==> src/notchPkg.sv <==
// sample, accumulator, coefficient, address and count types, notch constants, FSM state enums
package notchPkg;

	typedef logic signed [31:0] sampleT; // audio sample and bus data word
	typedef logic signed [63:0] accT; // mac accumulator
	typedef logic signed [15:0] coeffT; // q2.14 coefficient
	typedef logic [23:0] addrT; // sdram byte address
	typedef logic [31:0] countT; // counters and status words
	typedef logic [4:0] fifoCountT; // fill count, 0 to 16

	// notch at the default design point, scaled by 2^14
	localparam coeffT coeffA1 = -16'sd31037; // -1.89436
	localparam coeffT coeffA2 = 16'sd14971; // 0.91374
	localparam coeffT coeffB0 = 16'sd8276; // 0.50512
	localparam coeffT coeffB1 = -16'sd16384; // -1.0
	localparam coeffT coeffB2 = 16'sd8276; // same as b0

	localparam int coeffFracBits = 14; // rescale shift after mac
	localparam int fifoDepth = 16; // rx and tx buffer depth
	localparam int wordBytes = 4; // address step per sample

	localparam sampleT statusRun = 32'sd99; // reply to an accepted start
	localparam sampleT statusIdle = '1; // reply to a status query when idle

	typedef enum logic [2:0] {
		coreIdle, // wait for a sample
		coreLoad, // clear accumulator
		coreMac, // five multiply steps
		coreScale, // shift and store y
		coreEmit // push result
	} coreStateT;

	typedef enum logic [1:0] {
		runIdle, // no block active
		runRun, // block in flight
		runIrqWait // irq raised, wait for status read
	} runStateT;

endpackage

==> src/biquadCore.sv <==
// biquad filter FSM, x and y histories, one shared multiplier, accumulate and rescale
`timescale 1ns/100ps

module biquadCore import notchPkg::*; (
	input logic clk,
	input logic arstN,
	input logic blockStart,
	input logic rxEmpty,
	input sampleT rxData, // head of receive FIFO
	output logic popRx,
	input logic txFull,
	output logic txPush,
	output sampleT txData,
	output countT calcCount
);

	coreStateT state;
	sampleT x0; // x(n)
	sampleT x1; // x(n-1)
	sampleT x2; // x(n-2)
	sampleT y1; // y(n-1), newest output
	sampleT y2; // y(n-2)
	accT acc; // running sum
	accT product; // shared multiplier output
	logic [2:0] macIdx; // term 0..4
	logic subtract; // feedback terms
	sampleT opX; // multiplier sample operand
	coeffT opC; // multiplier coefficient operand

	// term order b0 b1 b2 then a1 a2
	always_comb begin
		case (macIdx)
			3'd0: begin
				opX = x0;
				opC = coeffB0;
			end
			3'd1: begin
				opX = x1;
				opC = coeffB1;
			end
			3'd2: begin
				opX = x2;
				opC = coeffB2;
			end
			3'd3: begin
				opX = y1;
				opC = coeffA1;
			end
			default: begin
				opX = y2;
				opC = coeffA2;
			end
		endcase
	end

	assign product = opX * opC; // both signed, extended to 64 bits
	assign subtract = (macIdx >= 3'd3); // a terms are subtracted
	assign popRx = (state == coreIdle) && !rxEmpty;
	assign txPush = (state == coreEmit) && !txFull; // emit waits on a full buffer
	assign txData = y1; // result of the last scale

	always_ff @(posedge clk or negedge arstN) begin
		if (!arstN) begin
			state <= coreIdle;
			{x0, x1, x2, y1, y2} <= '0;
			acc <= '0;
			macIdx <= '0;
			calcCount <= '0;
		end else if (blockStart) begin
			state <= coreIdle; // new block starts from zero history
			{x0, x1, x2, y1, y2} <= '0;
			calcCount <= '0;
		end else begin
			case (state)
				coreIdle: if (popRx) begin
					x0 <= rxData; // shift in the new sample
					x1 <= x0;
					x2 <= x1;
					state <= coreLoad;
				end
				coreLoad: begin
					acc <= '0;
					macIdx <= '0;
					state <= coreMac;
				end
				coreMac: begin
					acc <= subtract ? acc - product : acc + product;
					macIdx <= macIdx + 1'b1;
					if (macIdx == 3'd4) state <= coreScale; // last term
				end
				coreScale: begin
					y2 <= y1;
					y1 <= sampleT'(acc >>> coeffFracBits); // drop fraction, keep low word
					state <= coreEmit;
				end
				coreEmit: if (!txFull) begin
					calcCount <= calcCount + 1'b1;
					state <= coreIdle;
				end
				default: state <= coreIdle;
			endcase
		end
	end

endmodule

==> src/notchAccel.sv <==
// notch accelerator top: control, reader, rx and tx FIFOs, biquad core, writer
`timescale 1ns/100ps

module notchAccel import notchPkg::*; (
	input logic clk,
	input logic arstN,
	input logic start,
	input sampleT dataa,
	input countT datab,
	output logic done,
	output sampleT result,
	output addrT sdaddress,
	output logic sdread,
	output logic sdwrite,
	output sampleT sdwritedata,
	input sampleT sdreaddata,
	input logic sdreaddatavalid,
	input logic sdwaitrequest,
	input logic slaveRead,
	input logic [3:0] slaveAddress,
	output countT slaveReaddata,
	output logic irq
);

	logic blockStart, clearFifos, writesDone;
	addrT blockBase, readAddress;
	countT blockLength, rxCount, discardCount, calcCount, writeCount;
	logic rxPush, popRx, rxEmpty, rxFull; // receive side
	sampleT rxData, rxHead;
	fifoCountT rxUsed;
	logic txPush, popTx, txEmpty, txFull; // write-back side
	sampleT txData, txHead;
	fifoCountT txUsed;

	notchControl control (.clk, .arstN, .start, .dataa, .datab, .done, .result,
		.slaveRead, .slaveAddress, .slaveReaddata, .irq, .blockStart, .blockBase,
		.blockLength, .writesDone, .rxCount, .discardCount, .calcCount, .writeCount,
		.rxUsed, .txUsed, .clearFifos);

	sdReader reader (.clk, .arstN, .blockStart, .blockBase, .blockLength,
		.sdwaitrequest, .sdreaddatavalid, .sdreaddata, .sdwrite, .rxUsed, .rxFull,
		.sdread, .readAddress, .rxPush, .rxData, .rxCount, .discardCount);

	sampleFifo rxFifo (.clk, .arstN, .clear(clearFifos), .push(rxPush),
		.pushData(rxData), .pop(popRx), .popData(rxHead), .empty(rxEmpty),
		.full(rxFull), .used(rxUsed));

	biquadCore core (.clk, .arstN, .blockStart, .rxEmpty, .rxData(rxHead), .popRx,
		.txFull, .txPush, .txData, .calcCount);

	sampleFifo txFifo (.clk, .arstN, .clear(clearFifos), .push(txPush),
		.pushData(txData), .pop(popTx), .popData(txHead), .empty(txEmpty),
		.full(txFull), .used(txUsed));

	sdWriter writer (.clk, .arstN, .blockStart, .blockBase, .blockLength, .txEmpty,
		.txData(txHead), .popTx, .sdread, .readAddress, .sdwaitrequest, .sdwrite,
		.sdwritedata, .sdaddress, .writeCount, .writesDone);

endmodule

==> src/notchControl.sv <==
// run FSM for the custom instruction, irq, status slave and block bookkeeping
`timescale 1ns/100ps

module notchControl import notchPkg::*; (
	input logic clk,
	input logic arstN,
	input logic start,
	input sampleT dataa, // block base, zero for a status query
	input countT datab, // block length in samples
	output logic done,
	output sampleT result,
	input logic slaveRead,
	input logic [3:0] slaveAddress,
	output countT slaveReaddata,
	output logic irq,
	output logic blockStart,
	output addrT blockBase,
	output countT blockLength,
	input logic writesDone,
	input countT rxCount,
	input countT discardCount,
	input countT calcCount,
	input countT writeCount,
	input fifoCountT rxUsed,
	input fifoCountT txUsed,
	output logic clearFifos
);

	runStateT state;
	logic launch; // accepted start of a block

	assign launch = (state == runIdle) && start && (dataa != '0);

	always_ff @(posedge clk or negedge arstN) begin
		if (!arstN) begin
			state <= runIdle;
			done <= 1'b0;
			irq <= 1'b0;
			blockStart <= 1'b0;
			clearFifos <= 1'b0;
		end else begin
			done <= start; // every start answered next cycle
			blockStart <= launch;
			clearFifos <= launch;
			case (state)
				runIdle: if (launch) state <= runRun;
				runRun: if (writesDone) begin
					state <= runIrqWait;
					irq <= 1'b1;
				end
				runIrqWait: if (slaveRead) begin
					irq <= 1'b0; // any status read services it
					state <= runIdle;
				end
				default: state <= runIdle;
			endcase
		end
	end

	always_ff @(posedge clk) begin
		if (start) begin
			if (state != runIdle) result <= sampleT'(writeCount); // progress
			else if (dataa != '0) result <= statusRun;
			else result <= statusIdle;
		end
		if (launch) begin
			blockBase <= addrT'(dataa); // low 24 bits address sdram
			blockLength <= datab;
		end
		if (slaveRead) begin
			case (slaveAddress)
				4'd0: slaveReaddata <= rxCount;
				4'd1: slaveReaddata <= discardCount;
				4'd2: slaveReaddata <= calcCount;
				4'd3: slaveReaddata <= writeCount;
				4'd4: slaveReaddata <= countT'(rxUsed);
				4'd5: slaveReaddata <= countT'(txUsed);
				default: slaveReaddata <= '0; // unmapped
			endcase
		end
	end

endmodule

==> src/sampleFifo.sv <==
// first-word-fall-through sample FIFO with fill count and synchronous clear
`timescale 1ns/100ps

module sampleFifo import notchPkg::*; (
	input logic clk,
	input logic arstN,
	input logic clear, // drop all contents
	input logic push,
	input sampleT pushData,
	input logic pop,
	output sampleT popData, // head word, no latency
	output logic empty,
	output logic full,
	output fifoCountT used
);

	sampleT mem [fifoDepth]; // storage
	logic [$clog2(fifoDepth)-1:0] wrPtr; // next free slot
	logic [$clog2(fifoDepth)-1:0] rdPtr; // head slot
	fifoCountT count; // words held
	logic doPush; // push that is taken
	logic doPop; // pop that is taken

	assign doPush = push && !full; // a push into a full buffer is dropped
	assign doPop = pop && !empty;
	assign empty = (count == '0);
	assign full = (count == fifoCountT'(fifoDepth));
	assign used = count;
	assign popData = mem[rdPtr]; // fall-through read

	always_ff @(posedge clk or negedge arstN) begin
		if (!arstN) begin
			wrPtr <= '0;
			rdPtr <= '0;
			count <= '0;
		end else if (clear) begin
			wrPtr <= '0; // both pointers back to slot 0
			rdPtr <= '0;
			count <= '0;
		end else begin
			if (doPush) wrPtr <= wrPtr + 1'b1; // wraps at depth
			if (doPop) rdPtr <= rdPtr + 1'b1;
			case ({doPush, doPop})
				2'b10: count <= count + 1'b1;
				2'b01: count <= count - 1'b1;
				default: count <= count; // none, or both at once
			endcase
		end
	end

	always_ff @(posedge clk) begin
		if (doPush) mem[wrPtr] <= pushData; // data only, no reset
	end

endmodule

==> src/sdReader.sv <==
// SDRAM read-address generator, outstanding-read counter, receive and discard counters
`timescale 1ns/100ps

module sdReader import notchPkg::*; (
	input logic clk,
	input logic arstN,
	input logic blockStart,
	input addrT blockBase,
	input countT blockLength,
	input logic sdwaitrequest,
	input logic sdreaddatavalid,
	input sampleT sdreaddata,
	input logic sdwrite, // writer owns the bus while high
	input fifoCountT rxUsed,
	input logic rxFull,
	output logic sdread,
	output addrT readAddress,
	output logic rxPush,
	output sampleT rxData,
	output countT rxCount,
	output countT discardCount
);

	countT reqLeft; // reads not yet accepted
	fifoCountT outstanding; // accepted, not yet pushed
	logic room; // receive space for one more read
	logic accept; // read taken by the slave

	// outstanding also covers the word sitting in the rxData stage,
	// so outstanding + rxUsed is the exact space that is promised
	assign room = ({1'b0, outstanding} + {1'b0, rxUsed}) < 6'(fifoDepth);
	assign sdread = (reqLeft != '0) && !sdwrite && room;
	assign accept = sdread && !sdwaitrequest;

	always_ff @(posedge clk or negedge arstN) begin
		if (!arstN) begin
			readAddress <= '0;
			reqLeft <= '0;
			outstanding <= '0;
			rxPush <= 1'b0;
			rxCount <= '0;
			discardCount <= '0;
		end else if (blockStart) begin
			readAddress <= blockBase; // reads start at the block base
			reqLeft <= blockLength;
			outstanding <= '0;
			rxPush <= 1'b0;
			rxCount <= '0;
			discardCount <= '0;
		end else begin
			if (accept) begin
				readAddress <= readAddress + addrT'(wordBytes); // next word
				reqLeft <= reqLeft - 1'b1;
			end
			case ({accept, rxPush})
				2'b10: outstanding <= outstanding + 1'b1;
				2'b01: outstanding <= outstanding - 1'b1;
				default: outstanding <= outstanding;
			endcase
			rxPush <= sdreaddatavalid; // one stage on returned data
			if (rxPush && rxFull) discardCount <= discardCount + 1'b1; // lost word
			if (rxPush && !rxFull) rxCount <= rxCount + 1'b1;
		end
	end

	always_ff @(posedge clk) begin
		if (sdreaddatavalid) rxData <= sdreaddata; // payload stage
	end

endmodule

==> src/sdWriter.sv <==
// write-back engine draining the result FIFO, owner of the shared bus address
`timescale 1ns/100ps

module sdWriter import notchPkg::*; (
	input logic clk,
	input logic arstN,
	input logic blockStart,
	input addrT blockBase,
	input countT blockLength,
	input logic txEmpty,
	input sampleT txData, // head of write-back FIFO
	output logic popTx,
	input logic sdread, // reader owns the bus while high
	input addrT readAddress,
	input logic sdwaitrequest,
	output logic sdwrite,
	output sampleT sdwritedata,
	output addrT sdaddress,
	output countT writeCount,
	output logic writesDone // one-cycle pulse after the last write
);

	addrT writeAddress; // next word to overwrite
	countT writesLeft; // writes still to complete
	logic accept; // write taken by the slave

	// one write in flight, started only on an idle bus
	assign popTx = !sdwrite && !sdread && !txEmpty && (writesLeft != '0);
	assign accept = sdwrite && !sdwaitrequest;
	assign sdaddress = sdwrite ? writeAddress : readAddress; // bus address mux

	always_ff @(posedge clk or negedge arstN) begin
		if (!arstN) begin
			sdwrite <= 1'b0;
			writeAddress <= '0;
			writesLeft <= '0;
			writeCount <= '0;
			writesDone <= 1'b0;
		end else if (blockStart) begin
			sdwrite <= 1'b0;
			writeAddress <= blockBase; // results go back in place
			writesLeft <= blockLength;
			writeCount <= '0;
			writesDone <= (blockLength == '0); // empty block ends at once
		end else begin
			writesDone <= 1'b0;
			if (popTx) sdwrite <= 1'b1; // held until accepted
			if (accept) begin
				sdwrite <= 1'b0;
				writeAddress <= writeAddress + addrT'(wordBytes);
				writesLeft <= writesLeft - 1'b1;
				writeCount <= writeCount + 1'b1;
				if (writesLeft == countT'(1)) writesDone <= 1'b1;
			end
		end
	end

	always_ff @(posedge clk) begin
		if (popTx) sdwritedata <= txData; // stable through waitrequest
	end

endmodule

==> config.mk <==
export PLATFORM = sky130hd
export DESIGN_NAME = notchAccel
export DESIGN_NICKNAME = d
export VERILOG_FILES = /design/src/notchPkg.sv /design/src/biquadCore.sv /design/src/notchAccel.sv /design/src/notchControl.sv /design/src/sampleFifo.sv /design/src/sdReader.sv /design/src/sdWriter.sv
export SDC_FILE = /design/constraint.sdc
export NUM_CORES = 2
export LEC_CHECK = 0
export BUFFER_PORTS_ARGS = -buffer_cell sky130_fd_sc_hd__clkbuf_2
export CAP_MARGIN = 30
export CELL_PAD_IN_SITES_DETAIL_PLACEMENT = 1
export CELL_PAD_IN_SITES_GLOBAL_PLACEMENT = 1
export CORE_ASPECT_RATIO = 1.75
export CORE_MARGIN = 8
export CORE_UTILIZATION = 45
export CTS_CLUSTER_SIZE = 20
export DETAILED_ROUTE_END_ITERATION = 6
export GPL_TIMING_DRIVEN = 0
export PLACE_DENSITY = 0.73
export SLEW_MARGIN = 20
export SYNTH_ARGS = -nofsm -noshare
export SYNTH_HDL_FRONTEND = slang
export SYNTH_SLANG_ARGS = --single-unit
==> constraint.sdc <==
create_clock -name clk -period 31.7 [get_ports clk]
set_input_delay 3.17 -clock clk [delete_from_list [all_inputs] [get_ports clk]]
set_output_delay 3.17 -clock clk [all_outputs]
set_load 0.03 [all_outputs]
[Word level (Yosys, flattened, before mapping)]
Memory sizes are Yosys's and may differ from the RTL's. A register that Yosys moved wholly into a read port is not among the register bits.
Index checks and enable logic that the tools add are counted.
W data, S select, Z words.
Cells by class
  $add $sub $neg: 22
  multipliers: 1
  magnitude comparators: 2
  eq/ne operators: 31
  mux-type cells: 76
  bitwise gates (word level): 1
  reductions and logical operators: 58
Operator list (number)
  $mux W32: 28
  $pmux W32 S6: 1
  $add A32 B1 Y32 const B: 4
  $pmux W32 S4: 1
  $pmux W64 S2: 1
  $mux W24: 5
  $reduce_bool A32 Y1: 3
  $add A64 B64 Y64: 1
  $mux W64: 1
  $sub A32 B1 Y32 const B: 2
  $sub A64 B64 Y64: 1
  $add A24 B3 Y24 const B: 2
  $mul A32 B16 Y48: 1
  $pmux W16 S3: 1
  $eq A32 B1 Y1 const B: 1
  $logic_not A32 Y1: 1
  $mux W4: 8
  $pmux W5 S2: 3
  $reduce_bool A2 Y1: 14
  $add A4 B1 Y4 const B: 4
  $logic_and A1 B1 Y1: 16
  $add A5 B1 Y5 const B: 3
  $mux W5: 3
  $pmux W3 S5: 1
  other kinds (34): 85
Storage, ports and cells
  register bits: 661
  bits in writable memories: 1024
  input port bits: 106
  memories: 2
Memories
  rxFifo.mem: words 16, bits a word 32, read ports 1, clocked after memory_dff 0, wr ports 1, line sampleFifo.sv:17  | sampleT mem [fifoDepth];
  txFifo.mem: words 16, bits a word 32, read ports 1, clocked after memory_dff 1, wr ports 1, line sampleFifo.sv:17

[Logic depth before layout (Yosys ltp)]
  depth after elaboration: 11
  gate-level depth with buffers: 49

[Hierarchy]
A second synthesis with hierarchy kept.
Second synthesis, totals
  cells, all modules: 6944
  area total of the unflattened synthesis: 90149.0 sq um
Modules (own cells, without submodules)
  sampleFifo: times used 2, cells an instance 916, area an instance 20149.3 sq um, seq. area each 15700.1 sq um
  biquadCore: times used 1, cells an instance 3438, area an instance 30601.8 sq um, seq. area each 6105.9 sq um
  sdReader: times used 1, cells an instance 758, area an instance 7871.3 sq um, seq. area each 4113.9 sq um
  sdWriter: times used 1, cells an instance 640, area an instance 6414.9 sq um, seq. area each 3213.1 sq um
  notchControl: times used 1, cells an instance 276, area an instance 4962.3 sq um, seq. area each 3728.6 sq um

[Worst setup path before layout]
OpenSTA, ideal clock, no wires.
  path type: reg-to-reg
  from: reg core.macIdx[2]
  to: reg core.acc[44]
  arrival time: 10.423 ns
  required time: 31.566 ns
  setup slack: 21.143 ns
  stages on the path, launching flop included: 43
  cell sequence: dfrtp_1 -> buf_2 -> inv_1 -> ha_1 -> clkbuf_1 -> or2_2 -> clkbuf_1 -> inv_1 -> clkbuf_1 -> and3_1 -> inv_1 -> nand3_1 -> nand2_1 -> fa_1 -> inv_1 -> fa_1 -> fa_1 -> fa_1 -> [7 not listed] -> a31o_2 -> a221oi_1 -> nand2_1 -> o31ai_1 -> nand2_1 -> nor4b_2 -> nor2_1 -> xnor2_1 -> ha_1 -> a21o_1 -> a21o_1 -> nor3_1 -> a21oi_1 -> o41ai_1 -> o31ai_1 -> a221oi_1 -> xor2_1 -> o21ai_0
On the way
  longest elaborated chain between the ends: 7
  elaborated cells between the ends (all ways): 13
Ends and longest elaborated chain
  start, declared: line biquadCore.sv:25  | logic [2:0] macIdx;
  start signal, assigned: line biquadCore.sv:88  | macIdx <= macIdx + 1'b1;
  $eq A3 B2 Y1 or $logic_not A3 Y1 (tied branches): line biquadCore.sv:32  | case (macIdx)
  $reduce_or A2 Y1 (no source line)
  $pmux W16 S3: line biquadCore.sv:32
  $mul A32 B16 Y48: line biquadCore.sv:56  | assign product = opX * opC;
  $add A64 B64 Y64 or $sub A64 B64 Y64 (tied branches): line biquadCore.sv:87  | acc <= subtract ? acc - product : acc + product;
  $mux W64 *: line biquadCore.sv:87
  $pmux W64 S2 *: line biquadCore.sv:74  | case (state)
  end signal, assigned: line biquadCore.sv:87
  end, declared: line biquadCore.sv:23  | accT acc;
Every way passes the cells marked *; elsewhere a longest branch is shown, timed or not.
A chain may end at the register's enable or synchronous reset.

[Worst setup path in the final report]
  from: reg core.macIdx[0]
  to: reg core.acc[44]
Same word-level chain as after synthesis.

==> summary.md <==
| Metric | Value |
|---|---|
| # port buffers | `between 200 and 250` |
| Syn Inst Count | `6,710` |
| Clock latency on the worst-skew pair | `between 0.8 and 0.9 ns` |
| Fraction of registers with async set/reset | `0.289` |
| Core Footprint | `196,000 um^2` |
| Highest metal used | `met5` |
| Post-synthesis adder-cell area fraction | `0.132` |
| Crit-path slowest cell | `o311ai_0` |
| Area delta synth->final | `13.2%` |
| Crit Path Class | `flop to flop` |
| Post-DP HPWL | `around 230,000 um` |
| Final WL | `~300,000 um` |
| Rows | `215` |
| RSZ-0062 raised after global routing | `false` |
| Die footprint | `approximately 210,000 um^2` |
| Setup TNS Final | `0 ns` |
| Synthesized net count | `7,483` |
| Avg Cell Area, Syn | `between 10 and 15 um^2` |
| Met2 wire length | `between 150,000 and 200,000 um` |
| DR WL met3 | `around 13,000 um` |
| H-tree depth | `4` |
| Post-route ant nets | `0` |
| Library cells used by synthesis | `86` |
| Compound-Gate Fraction of Synth Area | `0.0785` |
| Gr usage total | `0.281` |
| Initial DRC count | `3,979` |
| Layout Skew | `around 0.10 ns` |
| Layout cells sized above 1 | `0.136` |
| Post-CTS resize count | `0` |
| Top cell type's share of synthesized area | `0.411` |
| Yosys top cell by area | `edfxtp_1` |
| Multi-input combinational cell area | `36,300 um^2` |
| Worst EP required | `~32 ns` |
| CTS root buffer | `clkbuf_16` |
| Final period util | `0.456` |
| Worst path max stage delay | `between 0.8 and 0.9 ns` |
| Fillers | `19,837` |
| CTS sink cnt | `between 1,500 and 2,000` |
| Wire length per cell | `30.2 um` |
| Startpoint types | `flop` |
| Vias/cell | `5.87` |
| Most frequent cells in the layout | `edfxtp_1 (1,208), inv_1 (658), nand2_1 (604)` |
| Max Clock Freq | `between 0.06 and 0.07 GHz` |
| Synthesis-stage register bit count | `roughly 1,700` |
| Layout Nets | `around 8,000` |
| Synth Cell Area | `around 90,000 um^2` |
| Vias | `a little under 60,000` |
| Sequential cell area | `~49,000 um^2` |
| Setup bufs post-CTS | `0` |
| Final hold violations | `0` |
| Crit-path max FO | `10` |
| Gpl congestion | `0.983` |
| Global-route wire length before repair | `about 440,000 um` |
| Chip width | `351 um` |
| WL met1 | `between 100,000 and 150,000 um` |
| Die height | `approximately 600 um` |
| Clock Tree Buf Depth | `4` |
| Hold Crit Class | `flop to flop` |
| Total grt overflow | `0` |
| Mux cell area share after synthesis | `0.0812` |
| Simple-gate portion of the synthesized area | `0.0827` |
| Final critical-path required period | `14.47 ns` |
| Main combinational cell family by area after synthesis | `adder cells` |
| DRC viols | `0` |
| Initial Utilization | `0.451` |
| CTS Buf Count | `165` |
| Actual slew at the worst max-slew pin | `between 1 and 1.5 ns` |
| CTS tree | `yes` |
| Number of setup violations in the final report | `0` |
| # Max-Cap Violations | `0` |
| Slew HR | `0.190` |
| Commonest non-fill, non-tap cell in the layout | `edfxtp_1` |
| Worst Setup End Kind | `flop` |
| CTS Hold Bufs | `0` |
| Post-synth EDFFs | `between 1,000 and 1,500` |
| CP dominant cell by count | `fa_1` |
| XOR/XNOR share of the synthesized area | `0.0349` |
| Vias in the first global route | `between 60,000 and 70,000` |
| Initial antenna violation count | `9` |
| Top post-synthesis cells by area | `edfxtp_1 (41%), dfrtp_1 (14%), fa_1 (10%)` |
| Pre-Repair DR Iteration Count | `6` |
| Prevailing post-synth register cell | `edfxtp_1` |
| Io pins | `230` |
| WP data arrival | `15.07 ns` |
| Largest net degree at the start of global routing | `79` |
| Fin. max-slew vios | `0` |
| Synthesis Warnings | `0` |
| Register area share after synthesis | `0.550` |
| Clk slew on worst S/H paths | `0.06 ns` |
| Status | `completed` |
| Fin util | `0.511` |
-- layer usage --
layer  up-vias  global-route usage
met5         -                   0
met2      1932               0.524
li1      24989                   -
met4         4               0.190
met3       805              0.0332
met1     30588               0.292
-- through the flow --
step                      hold slack [ns]  cells  setup WS [ns]  area, um^2
after detailed placement            0.471   9627          17.48       94200
final                               0.480   9938          17.23       99900
after floorplan                     0.443   6710          21.14       88300
after CTS                           0.487   9923          17.42       99700
after global routing                0.520   9937          16.70       99900
after global placement              0.455   9541          14.92       92700
-- cells in the mapped netlist (22+ instances only) --
cell type / instances
a21o_1: 78
a21oi_1: 341
a221o_1: 40
a221oi_1: 52
a22o_1: 115
a22oi_1: 59
a31oi_1: 24
and2_1: 63
and3_1: 69
buf_1: 47
clkbuf_1: 237
dfrtp_1: 491
edfxtp_1: 1208
fa_1: 439
ha_1: 228
inv_1: 659
mux2_2: 75
mux2i_1: 119
mux4_2: 228
nand2_1: 604
nand2b_1: 22
nand3_1: 80
nand4_1: 59
nor2_1: 406
nor2b_1: 27
nor3_1: 68
nor4_1: 41
o21ai_0: 197
or3_1: 40
xnor2_1: 155
xor2_1: 197
-- cell families (layout without fill, tap and decap cells) --
group	after synthesis	in the layout
other cells	0	2
compound gates	1052	1052
mux	422	422
flops	1699	1699
buf+inv	950	1572
simple gates	1568	1568
fa+ha+maj	667	667
xor+xnor	352	352
-- worst paths after layout --
check / from / end / slack (ns) / cells after the start
max: core.macIdx[0]$_DFFE_PN0P_ / core.acc[44]$_DFFE_PN0P_ / 17.23 / 42
min: control.blockBase[1]$_DFFE_PP_ / writer.writeAddress[1]$_DFFE_PN0P_ / 0.48 / 2
max reg2reg: core.macIdx[0]$_DFFE_PN0P_ / core.acc[44]$_DFFE_PN0P_ / 17.23 / 42
min reg2reg: control.blockBase[1]$_DFFE_PP_ / writer.writeAddress[1]$_DFFE_PN0P_ / 0.48 / 2
max in group asynchronous: arstN / core.x0[25]$_DFFE_PN0P_ / 27.55 / 5
min in group asynchronous: arstN / writer.writesLeft[13]$_DFFE_PN0N_ / 2.32 / 1
-- registers in the layout, indices dropped and copies added (netlist names), 24 cells and up --
| signal | count |
|---|---|
| core.txData | 32 |
| writer.writeAddress | 24 |
| core.x0 | 32 |
| control.result | 32 |
| writer.writesLeft | 32 |
| control.slaveReaddata | 32 |
| writer.sdwritedata | 32 |
| writer.writeCount | 32 |
| rxFifo.mem | 512 |
| txFifo.mem | 512 |
| core.acc | 46 |
| reader.readAddress | 24 |
| core.x2 | 32 |
| control.blockBase | 24 |
| reader.discardCount | 32 |
| control.blockLength | 32 |
| core.calcCount | 32 |
| reader.rxData | 32 |
| reader.reqLeft | 32 |
| core.x1 | 32 |
| core.y2 | 32 |
| reader.rxCount | 32 |
-- worst max-delay path: cells and delay by family, from the launching register on --
kind	cells	cell delay [ns]
xor gates and xnor gates	2	0.47
AOI/OAI and AO/OA	13	4.15
adders and majority gates	9	3.86
buffers and inverters	9	2.62
DFF	1	0.49
and+or+nand+nor	9	2.69
-- area by class of cell --
cell class / instances / area share
timing repair buffer: 326 / 0.0268
multi-input combinational: 4061 / 0.363
sequential: 1699 / 0.486
clock buffer: 220 / 0.0470
inverter: 660 / 0.0248
antenna: 2 / 0.0000501
clock inverter: 76 / 0.00853
buffer: 290 / 0.0111
tap: 2604 / 0.0326
Power is not shown: default switching activity piles up to over one toggle a cycle in this logic, so the estimate is an artifact.
